$ cat config.mk
export PLATFORM = sky130hd
export DESIGN_NAME = vex_execute_stage
export DESIGN_NICKNAME = d
export VERILOG_FILES = /design/src/logic/vex_pkg.sv /design/src/logic/vex_execute_stage.sv /design/src/logic/vex_iota.sv /design/src/logic/vex_lane.sv /design/src/logic/vex_mul_seq.sv /design/src/logic/vex_step_counter.sv
export SDC_FILE = /design/constraint.sdc
export NUM_CORES = 2
export LEC_CHECK = 0
export BUFFER_PORTS_ARGS = -buffer_cell sky130_fd_sc_hd__buf_2
export CAP_MARGIN = 20
export CORE_UTILIZATION = 60
export CTS_CLUSTER_DIAMETER = 50
export DETAILED_ROUTE_END_ITERATION = 7
export HOLD_SLACK_MARGIN = 0.15
export PLACE_DENSITY = 0.8
export SLEW_MARGIN = 10
export SYNTH_ARGS = -nofsm -noshare
export SYNTH_HDL_FRONTEND = slang
export SYNTH_SLANG_ARGS = --single-unit
$ cat constraint.sdc
create_clock -name CLK -period 26 [get_ports CLK]
set_input_delay 2.6 -clock CLK [delete_from_list [all_inputs] [get_ports CLK]]
set_output_delay 2.6 -clock CLK [all_outputs]
set_load 0.03 [all_outputs]
$ cat src/logic/vex_pkg.sv
// Shared widths, types and constants for the vector execute stage, referenced by scoped name
`default_nettype none

package vex_pkg;

  // Basic widths
  localparam int ELEM_W = 32;
  localparam int IDX_W  = 6;
  localparam int VL_W   = 7;
  localparam int REG_W  = 5;
  localparam int STEP_W = 6;

  // Iota mask spans both lanes' vs2 words
  localparam int MASK_W = 2 * ELEM_W;

  typedef logic [ELEM_W-1:0] elem_t;
  typedef logic [IDX_W-1:0]  elem_idx_t;
  typedef logic [VL_W-1:0]   vl_t;
  typedef logic [REG_W-1:0]  reg_idx_t;
  typedef logic [STEP_W-1:0] step_t;

  typedef enum logic [2:0] {
    FU_ALU,
    FU_MUL,
    FU_IOTA,
    FU_LOAD,
    FU_STORE
  } fu_t;

  typedef enum logic [3:0] {
    ALU_ADD,
    ALU_SUB,
    ALU_AND,
    ALU_OR,
    ALU_XOR,
    ALU_SLL,
    ALU_SRL,
    ALU_MIN,
    ALU_MAX
  } alu_op_t;

  typedef enum logic [1:0] {
    SRC_V,
    SRC_I,
    SRC_X
  } src_t;

  typedef enum logic [1:0] {
    MUL_IDLE,
    MUL_RUN,
    MUL_DONE
  } mul_state_t;

  // Byte stride of a unit-stride access
  localparam elem_t UNIT_STRIDE = 32'd4;

  // One step per multiplier bit
  localparam int MUL_MAX_STEPS = 32;

endpackage

`default_nettype wire

$ cat src/logic/vex_execute_stage.sv
// Two-lane vector execute stage, top level between decode and memory with stall/flush/busy control
`default_nettype none
`timescale 1ns/1ps

module vex_execute_stage (
  input  logic                CLK,
  input  logic                nRST,
  input  logic                in_valid,
  input  vex_pkg::fu_t        fu_type,
  input  vex_pkg::alu_op_t    alu_op,
  input  vex_pkg::src_t       rs1_src,
  input  vex_pkg::src_t       rs2_src,
  input  vex_pkg::elem_t      vs1_lane0,
  input  vex_pkg::elem_t      vs1_lane1,
  input  vex_pkg::elem_t      vs2_lane0,
  input  vex_pkg::elem_t      vs2_lane1,
  input  vex_pkg::elem_t      xs1,
  input  vex_pkg::elem_t      xs2,
  input  vex_pkg::elem_t      imm,
  input  vex_pkg::vl_t        vl,
  input  vex_pkg::elem_idx_t  elem_idx0,
  input  vex_pkg::elem_idx_t  elem_idx1,
  input  logic                lane_en0,
  input  logic                lane_en1,
  input  logic                strided,
  input  logic                indexed,
  input  vex_pkg::elem_t      stride_val,
  input  vex_pkg::elem_t      storedata0,
  input  vex_pkg::elem_t      storedata1,
  input  vex_pkg::reg_idx_t   vd,
  input  logic                stall,
  input  logic                flush,
  output logic                busy,
  output logic                out_valid,
  output vex_pkg::fu_t        out_fu,
  output vex_pkg::elem_t      out_result0,
  output vex_pkg::elem_t      out_result1,
  output logic                out_wen0,
  output logic                out_wen1,
  output vex_pkg::elem_t      out_storedata0,
  output vex_pkg::elem_t      out_storedata1,
  output vex_pkg::elem_idx_t  out_elem_idx0,
  output vex_pkg::elem_idx_t  out_elem_idx1,
  output vex_pkg::reg_idx_t   out_vd
);

  vex_pkg::elem_t op_a0, op_a1, op_b0, op_b1;
  vex_pkg::elem_t addr_base0, addr_base1, addr_off0, addr_off1;
  vex_pkg::elem_t addr_step, addr_buffer;
  vex_pkg::elem_t lane_res0, lane_res1, lane_addr0, lane_addr1;
  vex_pkg::elem_t iota_res0, iota_res1;
  logic           lane_busy0, lane_busy1;
  logic           mul_pending, is_mem;
  logic           single_fire, mul_issue, mul_finish, capture;

  // Operand A
  always_comb begin
    case (rs1_src)
      vex_pkg::SRC_V: begin op_a0 = vs1_lane0; op_a1 = vs1_lane1; end
      vex_pkg::SRC_I: begin op_a0 = imm;       op_a1 = imm;       end
      vex_pkg::SRC_X: begin op_a0 = xs1;       op_a1 = xs1;       end
      default:        begin op_a0 = '0;        op_a1 = '0;        end
    endcase
  end

  // Operand B
  always_comb begin
    case (rs2_src)
      vex_pkg::SRC_V: begin op_b0 = vs2_lane0; op_b1 = vs2_lane1; end
      vex_pkg::SRC_I: begin op_b0 = imm;       op_b1 = imm;       end
      vex_pkg::SRC_X: begin op_b0 = xs2;       op_b1 = xs2;       end
      default:        begin op_b0 = '0;        op_b1 = '0;        end
    endcase
  end

  // Lane 1 address chains off lane 0 unless indexed
  assign addr_step  = strided ? stride_val : vex_pkg::UNIT_STRIDE;
  assign addr_base0 = (indexed || elem_idx0 == '0) ? xs1 : addr_buffer;
  assign addr_off0  = indexed ? vs2_lane0 : '0;
  assign addr_base1 = indexed ? xs1 : lane_addr0;
  assign addr_off1  = indexed ? vs2_lane1 : addr_step;

  // Issue and completion
  assign is_mem      = (fu_type == vex_pkg::FU_LOAD) || (fu_type == vex_pkg::FU_STORE);
  assign busy        = lane_busy0 | lane_busy1;
  assign single_fire = in_valid && (fu_type != vex_pkg::FU_MUL) && !busy && !mul_pending;
  assign mul_issue   = in_valid && (fu_type == vex_pkg::FU_MUL) && !busy && !mul_pending &&
                       !stall && !flush;
  assign mul_finish  = mul_pending && !busy;
  assign capture     = single_fire || mul_finish;

  vex_iota u_iota (
    .mask_bits ({vs2_lane1, vs2_lane0}),
    .vl        (vl),
    .idx0      (elem_idx0),
    .idx1      (elem_idx1),
    .res0      (iota_res0),
    .res1      (iota_res1)
  );

  vex_lane lane0 (
    .CLK         (CLK),
    .nRST        (nRST),
    .alu_op      (alu_op),
    .fu_type     (fu_type),
    .op_a        (op_a0),
    .op_b        (op_b0),
    .mul_start   (mul_issue && lane_en0),
    .abort       (flush),
    .addr_base   (addr_base0),
    .addr_offset (addr_off0),
    .iota_res    (iota_res0),
    .result      (lane_res0),
    .addr        (lane_addr0),
    .busy        (lane_busy0)
  );

  vex_lane lane1 (
    .CLK         (CLK),
    .nRST        (nRST),
    .alu_op      (alu_op),
    .fu_type     (fu_type),
    .op_a        (op_a1),
    .op_b        (op_b1),
    .mul_start   (mul_issue && lane_en1),
    .abort       (flush),
    .addr_base   (addr_base1),
    .addr_offset (addr_off1),
    .iota_res    (iota_res1),
    .result      (lane_res1),
    .addr        (lane_addr1),
    .busy        (lane_busy1)
  );

  // Multiply in flight until the latch takes its result
  always_ff @(posedge CLK, negedge nRST) begin
    if (!nRST) begin
      mul_pending <= 1'b0;
    end else if (flush) begin
      mul_pending <= 1'b0;
    end else if (mul_issue) begin
      mul_pending <= 1'b1;
    end else if (mul_finish && !stall) begin
      mul_pending <= 1'b0;
    end
  end

  // Next element pair's base for unit and strided runs
  always_ff @(posedge CLK, negedge nRST) begin
    if (!nRST) begin
      addr_buffer <= '0;
    end else if (single_fire && is_mem && !indexed && !stall && !flush) begin
      addr_buffer <= lane_addr1 + addr_step;
    end
  end

  // Pipeline latch, control part
  always_ff @(posedge CLK, negedge nRST) begin
    if (!nRST) begin
      out_valid <= 1'b0;
      out_wen0  <= 1'b0;
      out_wen1  <= 1'b0;
    end else if (flush) begin
      out_valid <= 1'b0;
      out_wen0  <= 1'b0;
      out_wen1  <= 1'b0;
    end else if (!stall) begin
      out_valid <= capture;
      out_wen0  <= capture && lane_en0 && (fu_type != vex_pkg::FU_STORE);
      out_wen1  <= capture && lane_en1 && (fu_type != vex_pkg::FU_STORE);
    end
  end

  // Pipeline latch, payload part
  always_ff @(posedge CLK) begin
    if (capture && !stall && !flush) begin
      out_fu         <= fu_type;
      out_result0    <= lane_res0;
      out_result1    <= lane_res1;
      out_storedata0 <= storedata0;
      out_storedata1 <= storedata1;
      out_elem_idx0  <= elem_idx0;
      out_elem_idx1  <= elem_idx1;
      out_vd         <= vd;
    end
  end

  a_wen_needs_valid: assert property (
    @(posedge CLK) disable iff (!nRST) (out_wen0 || out_wen1) |-> out_valid)
    else $error("write enable without valid result");

  // Upstream holds the instruction while a multiply runs
  a_inputs_held: assert property (
    @(posedge CLK) disable iff (!nRST || flush)
    busy |-> $stable({in_valid, fu_type, alu_op, rs1_src, rs2_src, vs1_lane0, vs1_lane1,
                      vs2_lane0, vs2_lane1, xs1, xs2, imm, lane_en0, lane_en1, vd}))
    else $error("inputs changed while busy");

endmodule

`default_nettype wire

$ cat src/logic/vex_iota.sv
// Iota unit, counts mask bits below each lane's element index and below vl
`default_nettype none
`timescale 1ns/1ps

module vex_iota (
  input  logic [vex_pkg::MASK_W-1:0] mask_bits,
  input  vex_pkg::vl_t               vl,
  input  vex_pkg::elem_idx_t         idx0,
  input  vex_pkg::elem_idx_t         idx1,
  output vex_pkg::elem_t             res0,
  output vex_pkg::elem_t             res1
);

  vex_pkg::vl_t bound0;
  vex_pkg::vl_t bound1;

  // Popcount of the bits under bound
  function automatic vex_pkg::elem_t count_below(
    input logic [vex_pkg::MASK_W-1:0] bits,
    input vex_pkg::vl_t               bound
  );
    vex_pkg::elem_t cnt;
    cnt = '0;
    for (int i = 0; i < vex_pkg::MASK_W; i++) begin
      if (vex_pkg::vl_t'(i) < bound) begin
        cnt = cnt + vex_pkg::elem_t'(bits[i]);
      end
    end
    return cnt;
  endfunction

  // Tighter of index and vl
  assign bound0 = ({1'b0, idx0} < vl) ? {1'b0, idx0} : vl;
  assign bound1 = ({1'b0, idx1} < vl) ? {1'b0, idx1} : vl;

  assign res0 = count_below(mask_bits, bound0);
  assign res1 = count_below(mask_bits, bound1);

endmodule

`default_nettype wire

$ cat src/logic/vex_lane.sv
// One 32-bit vector lane with ALU, address adder and multiply sequencer, result picked by unit
`default_nettype none
`timescale 1ns/1ps

module vex_lane (
  input  logic              CLK,
  input  logic              nRST,
  input  vex_pkg::alu_op_t  alu_op,
  input  vex_pkg::fu_t      fu_type,
  input  vex_pkg::elem_t    op_a,
  input  vex_pkg::elem_t    op_b,
  input  logic              mul_start,
  input  logic              abort,
  input  vex_pkg::elem_t    addr_base,
  input  vex_pkg::elem_t    addr_offset,
  input  vex_pkg::elem_t    iota_res,
  output vex_pkg::elem_t    result,
  output vex_pkg::elem_t    addr,
  output logic              busy
);

  vex_pkg::elem_t alu_res;
  vex_pkg::elem_t mul_res;
  logic [4:0]     shamt;

  vex_mul_seq u_mul (
    .CLK          (CLK),
    .nRST         (nRST),
    .start        (mul_start),
    .abort        (abort),
    .multiplicand (op_a),
    .multiplier   (op_b),
    .product      (mul_res),
    .busy         (busy)
  );

  // Shifts only look at the low five bits
  assign shamt = op_b[4:0];

  always_comb begin
    case (alu_op)
      vex_pkg::ALU_ADD: alu_res = op_a + op_b;
      vex_pkg::ALU_SUB: alu_res = op_a - op_b;
      vex_pkg::ALU_AND: alu_res = op_a & op_b;
      vex_pkg::ALU_OR:  alu_res = op_a | op_b;
      vex_pkg::ALU_XOR: alu_res = op_a ^ op_b;
      vex_pkg::ALU_SLL: alu_res = op_a << shamt;
      vex_pkg::ALU_SRL: alu_res = op_a >> shamt;
      vex_pkg::ALU_MIN: begin
        // Signed compare
        if ($signed(op_a) < $signed(op_b)) begin
          alu_res = op_a;
        end else begin
          alu_res = op_b;
        end
      end
      vex_pkg::ALU_MAX: begin
        if ($signed(op_a) > $signed(op_b)) begin
          alu_res = op_a;
        end else begin
          alu_res = op_b;
        end
      end
      default: alu_res = '0;
    endcase
  end

  // Address generation
  assign addr = addr_base + addr_offset;

  always_comb begin
    case (fu_type)
      vex_pkg::FU_ALU:   result = alu_res;
      vex_pkg::FU_MUL:   result = mul_res;
      vex_pkg::FU_IOTA:  result = iota_res;
      vex_pkg::FU_LOAD,
      vex_pkg::FU_STORE: result = addr;
      default:           result = '0;
    endcase
  end

endmodule

`default_nettype wire

$ cat src/logic/vex_mul_seq.sv
// Shift-add multiplier sequencer for one lane, stops early once the multiplier runs out of ones
`default_nettype none
`timescale 1ns/1ps

module vex_mul_seq (
  input  logic           CLK,
  input  logic           nRST,
  input  logic           start,
  input  logic           abort,
  input  vex_pkg::elem_t multiplicand,
  input  vex_pkg::elem_t multiplier,
  output vex_pkg::elem_t product,
  output logic           busy
);

  vex_pkg::mul_state_t state, next_state;
  vex_pkg::elem_t      mcand;
  vex_pkg::elem_t      mplier;
  vex_pkg::elem_t      acc;
  logic                cnt_step;
  logic                cnt_at_limit;
  logic                last_step;

  // Limit is the index of the final step
  vex_step_counter u_steps (
    .CLK      (CLK),
    .nRST     (nRST),
    .load     (start),
    .step     (cnt_step),
    .limit    (vex_pkg::step_t'(vex_pkg::MUL_MAX_STEPS - 1)),
    .count    (),
    .at_limit (cnt_at_limit)
  );

  // Nothing left to add after this shift
  assign last_step = (mplier[vex_pkg::ELEM_W-1:1] == '0) || cnt_at_limit;
  assign cnt_step  = (state == vex_pkg::MUL_RUN) && !last_step;

  always_comb begin
    next_state = state;
    case (state)
      vex_pkg::MUL_IDLE: if (start) next_state = vex_pkg::MUL_RUN;
      vex_pkg::MUL_RUN:  if (last_step) next_state = vex_pkg::MUL_DONE;
      vex_pkg::MUL_DONE: next_state = vex_pkg::MUL_IDLE;
      default:           next_state = vex_pkg::MUL_IDLE;
    endcase
    if (abort) begin
      next_state = vex_pkg::MUL_IDLE;
    end
  end

  always_ff @(posedge CLK, negedge nRST) begin
    if (!nRST) begin
      state <= vex_pkg::MUL_IDLE;
    end else begin
      state <= next_state;
    end
  end

  // Datapath, product stays put once finished
  always_ff @(posedge CLK) begin
    if (start) begin
      mcand  <= multiplicand;
      mplier <= multiplier;
      acc    <= '0;
    end else if (state == vex_pkg::MUL_RUN) begin
      if (mplier[0]) begin
        acc <= acc + mcand;
      end
      mcand  <= mcand << 1;
      mplier <= mplier >> 1;
    end
  end

  assign product = acc;
  assign busy    = (state == vex_pkg::MUL_RUN);

  // Issue logic upstream has to wait for the sequencer to go idle
  a_start_when_idle: assert property (
    @(posedge CLK) disable iff (!nRST) start |-> (state == vex_pkg::MUL_IDLE))
    else $error("multiply started while sequencer not idle");

endmodule

`default_nettype wire

$ cat src/logic/vex_step_counter.sv
// Loadable step counter with a limit flag, counts the iterations of the multiply sequencer
`default_nettype none
`timescale 1ns/1ps

module vex_step_counter (
  input  logic           CLK,
  input  logic           nRST,
  input  logic           load,
  input  logic           step,
  input  vex_pkg::step_t limit,
  output vex_pkg::step_t count,
  output logic           at_limit
);

  always_ff @(posedge CLK, negedge nRST) begin
    if (!nRST) begin
      count <= '0;
    end else if (load) begin
      count <= '0;
    end else if (step) begin
      count <= count + 1'b1;
    end
  end

  assign at_limit = (count == limit);

  // The owner must stop stepping once the limit is hit
  a_count_in_range: assert property (@(posedge CLK) disable iff (!nRST) count <= limit)
    else $error("step counter passed its limit");

endmodule

`default_nettype wire

==> results.py, run 1 <==
metrics = {
    "clock_tree": {
        "cts_buffers": 58,
        "root_buffer": "clkbuf_16",
        "clockBufferDepth": 3,
        "clock_sinks": 392,
        "postCtsHoldBufs": 0,
        "htreeDepth": 2,
    },
    "placed_design": {
        "io_buffers": 515,
        "gp_congestion": 1.158,
        "place_area_um2": 87990,
        "dpl.hpwl_um": 278300,
        "dp_cells": 12980,
    },
    "logic_synthesis": {
        "avgSynthCellArea_um2": 7.410,
        "yosysMostFrequentCell": "nor2_1",
        "synth_top_area_share_pct": 11.42,
        "synth_warnings": 0,
        "seq_area_frac_synth_pct": 14.98,
        "yosys.area.top_type": "edfxtp_1",
        "synth_area_um2": 72550,
        "syn_inst": 9791,
        "async_flop_share_pct": 13.27,
        "synth_edf_count": 276,
        "synth.ff_latch_count": 392,
        "syn_nets": 10770,
        "synthDistinctLibCells": 139,
        "ys_top_cells_by_area": "edfxtp_1 11%, ha_1 10%, xnor2_1 6.2%, nor2_1 6.0%, nand2_1 5.9%",
        "yosys-top-cells-count": "1153 x nor2_1, 1147 x nand2_1, 849 x a21oi_1",
        "synth-main-ff-cell": "edfxtp_1",
    },
    "sta": {
        "crit_endpoint": "out_result0[9]$_DFFE_PP_/D",
        "endpoint_type": "register input",
    },
    "outcome": {
        "stop_stage": "5_1_grt",
        "error_line": "[ERROR GRT-0232] Routing congestion too high. Check the congestion heatmap in the GUI.",
        "status": "did not finish",
    },
    "global_route": {
        "grt_max_degree": 84,
        "track_usage_pct": 84.34,
        "gr-total-overflow": 1636,
    },
    "floorplan": {
        "start_util_pct": 60.47,
        "rows": 127,
        "pin_count": 516,
        "fp.dieW_um": 349.7,
        "die_y_um": 349.7,
    },
}
cells by family after synthesis:
| family | count (synthesis) | share of synthesized area (%) |
|---|---|---|
| and+or+nand+nor | 3561 | 22.67 |
| AOI/OAI and AO/OA | 3054 | 27.32 |
| xor gates and xnor gates | 899 | 13.33 |
| buffers and inverters | 811 | 4.350 |
| adders and majority gates | 630 | 10.92 |
| muxes | 444 | 6.431 |
| DFF | 392 | 14.98 |
layer usage:
metal,overflow,GRT usage (%)
met5,12,44.11
met4,487,82.84
met3,87,72.08
met2,947,97.99
met1,103,84.75
stage by stage:
| step | setup WS (ns) | util [%] |
|---|---|---|
| CTS | -9.994 | 77.61 |
| detailed placement | -11.54 | 73.34 |
| global placement | -10.22 | 73.34 |
| floorplan | -10.28 | - |
timing repair:
action                                  4_1_cts
pin swaps                                   237
resized for setup                           214
endpoints found under the setup margin       24
buffers inserted                            250
==> run 2: changes to the inputs <==
CORE_UTILIZATION = 40   (was 60)
CTS_CLUSTER_DIAMETER = unset   (was 50)
HOLD_SLACK_MARGIN = unset   (was 0.15)
PLACE_DENSITY = unset   (was 0.8)
PLACE_DENSITY_LB_ADDON = 0.15   (was unset)
==> run 2 against run 1 <==
  * The flow now finishes, with violations (setup timing)
  * Synthesized cell count is the same
  * Synthesized area is the same
==> results.py, run 2 <==
metrics = {
    "flow_run": {
        "maxCapViolations": 0,
    },
    "critical_path": {
        "worstPathMaxFanout": 5,
        "crit_path_top_delay_cell": "o21ai_0",
        "worstSetupStartpoint": "vl[1]",
        "crit_top_cell": "ha_4",
        "slowest_delay_ns": 0.50,
        "path_class": "in2reg",
        "crit_path_end_kind": "register",
        "crit_required_ns": 26.43,
        "crit_arrival_ns": 36.82,
        "critPathLaunchType": "primary input",
        "worstReg2RegStart": "addr_buffer[0]",
    },
    "logic_synthesis": {
        "yosysMostFrequentCell": "nor2_1",
        "synth-main-ff-cell": "edfxtp_1",
        "synth_edf_count": 276,
        "synth_area_um2": 72550,
        "yosys.area.top_type": "edfxtp_1",
        "synth_warnings": 0,
        "synth_top_area_share_pct": 11.42,
        "avgSynthCellArea_um2": 7.410,
        "syn_inst": 9791,
        "async_flop_share_pct": 13.27,
        "syn_nets": 10770,
        "synthDistinctLibCells": 139,
        "yosys-top-cells-count": "1153 x nor2_1, 1147 x nand2_1, 849 x a21oi_1",
        "ys_top_cells_by_area": "edfxtp_1 11%, ha_1 10%, xnor2_1 6.2%, nor2_1 6.0%, nand2_1 5.9%",
        "synth.ff_latch_count": 392,
        "seq_area_frac_synth_pct": 14.98,
    },
    "placed_design": {
        "dpl.hpwl_um": 297700,
        "gp_congestion": 1.065,
        "io_buffers": 515,
    },
    "sta": {
        "worst_slew_pin_slew_ns": 1.313,
        "min_period_ns": 36.38,
        "rsz0062_at_grt": "true",
        "slew-limit-headroom_pct": 11.57,
        "drv_slew": 0,
        "finalClockSkew_ns": 0.07223,
        "setup_violations": 24,
        "fin_crit_sh_pct": 139.9,
        "setup_slack_ns": -10.38,
        "fmax_ghz": 0.02749,
        "hold_viol": 0,
    },
    "global_route": {
        "grt_max_degree": 73,
        "track_usage_pct": 38.94,
        "grt_pass1_vias": 81870,
        "gr-total-overflow": 0,
        "grt_pass1_wl_um": 538800,
        "antenna_found_initial": 51,
    },
    "clock_tree": {
        "postCtsHoldBufs": 0,
        "root_buffer": "clkbuf_16",
        "htreeDepth": 2,
        "clkLatencyLatePin_ns": 0.74,
        "clk_pin_slew_ns": 0.06,
        "clockBufferDepth": 3,
        "clock_sinks": 392,
        "cts_tree": "yes",
        "cts_buffers": 51,
    },
    "floorplan": {
        "die_y_um": 427.9,
        "rows": 155,
        "pin_count": 516,
        "die_area_um2": 183100,
        "fp.coreArea_um2": 179200,
        "start_util_pct": 40.48,
        "fp.dieW_um": 427.9,
    },
    "routing": {
        "wl_per_cell_um": 26.27,
        "drc": 0,
        "wl_um": 378500,
        "viasPerCell": 6.080,
        "drt_pass1_iterations": 6,
        "antenna_left": 0,
        "vias": 87600,
        "drt_iter0_markers": 9956,
    },
    "hold_path": {
        "hp-start": "addr_buffer[4]",
        "hold_path.class": "reg2reg",
    },
    "cells_and_area": {
        "drive_above_1_share_pct": 29.99,
        "area_growth_syn_to_layout_pct": 34.72,
        "most-common-layout-cells": "2035 x buf_4, 1087 x nor2_1, 1069 x nand2_1",
        "fin_util_pct": 54.54,
        "layout_commonest_cell": "buf_4",
        "nets": 12940,
    },
    "outcome": {
        "status": "complete, but fails checks",
        "violations": "setup timing",
    },
}
[run 2: metal layers]
metal  up-vias  share of wire (%)  global-route usage, %
met1     41930                 40                  50.07
met4        34                7.2                  24.79
met3       952                 10                  9.384
met5         -              0.071                      0
met2      4481                 42                  58.18
li1      40200                  -                      -
[run 2: path summary, 6_finish.rpt]
| path | cells past startpoint | endpoint | slack, ns |
|---|---|---|---|
| max | 200 | out_result0[9] | -10.38 |
| min | 2 | addr_buffer[4] | 0.48 |
| max reg2reg | 42 | addr_buffer[31] | 16.79 |
| min reg2reg | 2 | addr_buffer[4] | 0.48 |
| max in group asynchronous | 2 | lane1.u_mul.u_steps.count[0] | 23.19 |
| min in group asynchronous | 2 | mul_pending | 2.09 |
[run 2: area by class of cell]
type                       count  area [um^2]
fill                       17110        81460
multi-input combinational   8588        62490
timing repair buffer        2574        18190
sequential                   392        10870
tap                         2355         2947
clock buffer                  62         1359
inverter                     356         1356
clock inverter                34        406.6
antenna                       46        115.1
[run 2: cell families after synthesis]
kind of cell	after synthesis	synth area share, %
AOI/OAI and AO/OA	3054	27.32
xor gates and xnor gates	899	13.33
adders and majority gates	630	10.92
buffers and inverters	811	4.350
DFF	392	14.98
muxes	444	6.431
and+or+nand+nor	3561	22.67
[run 2: critical path, delay by kind of cell]
kind	cells	cell delay [ns]
AOI/OAI and AO/OA	35	5.67
buffers and inverters	36	4.20
adders and majority gates	51	13.15
and+or+nand+nor	57	6.36
muxes	15	3.87
xor gates and xnor gates	6	0.95
[run 2: what timing repair did]
action | in CTS | in global routing
resized for setup | 194 | 332
endpoints found under the setup margin | 24 | 24
buffers inserted | 353 | 74
cloned | 0 | 0
pin swaps | 196 | 293
[run 2: stage by stage]
| stage | cell area (um^2) | worst slack [ns] | cells | hold WS (ns) | TNS, ns |
|---|---|---|---|---|---|
| CTS | 95230 | -9.699 | 14290 | 0.4797 | -214.64 |
| finish | 97740 | -10.38 | 14410 | 0.4812 | -228.46 |
| global placement | 89820 | -10.55 | 13840 | 0.4579 | -237.05 |
| detailed placement | 89830 | -11.20 | 13840 | 0.4649 | -253.39 |
| floorplan | 73750 | -10.28 | 9791 | 0.4435 | -223.22 |
| global route | 97660 | -11.59 | 14380 | 0.5008 | -258.30 |
Power of run 2 is not shown: default switching activity piles up to over one toggle a cycle in this logic, so the estimate is an artifact.
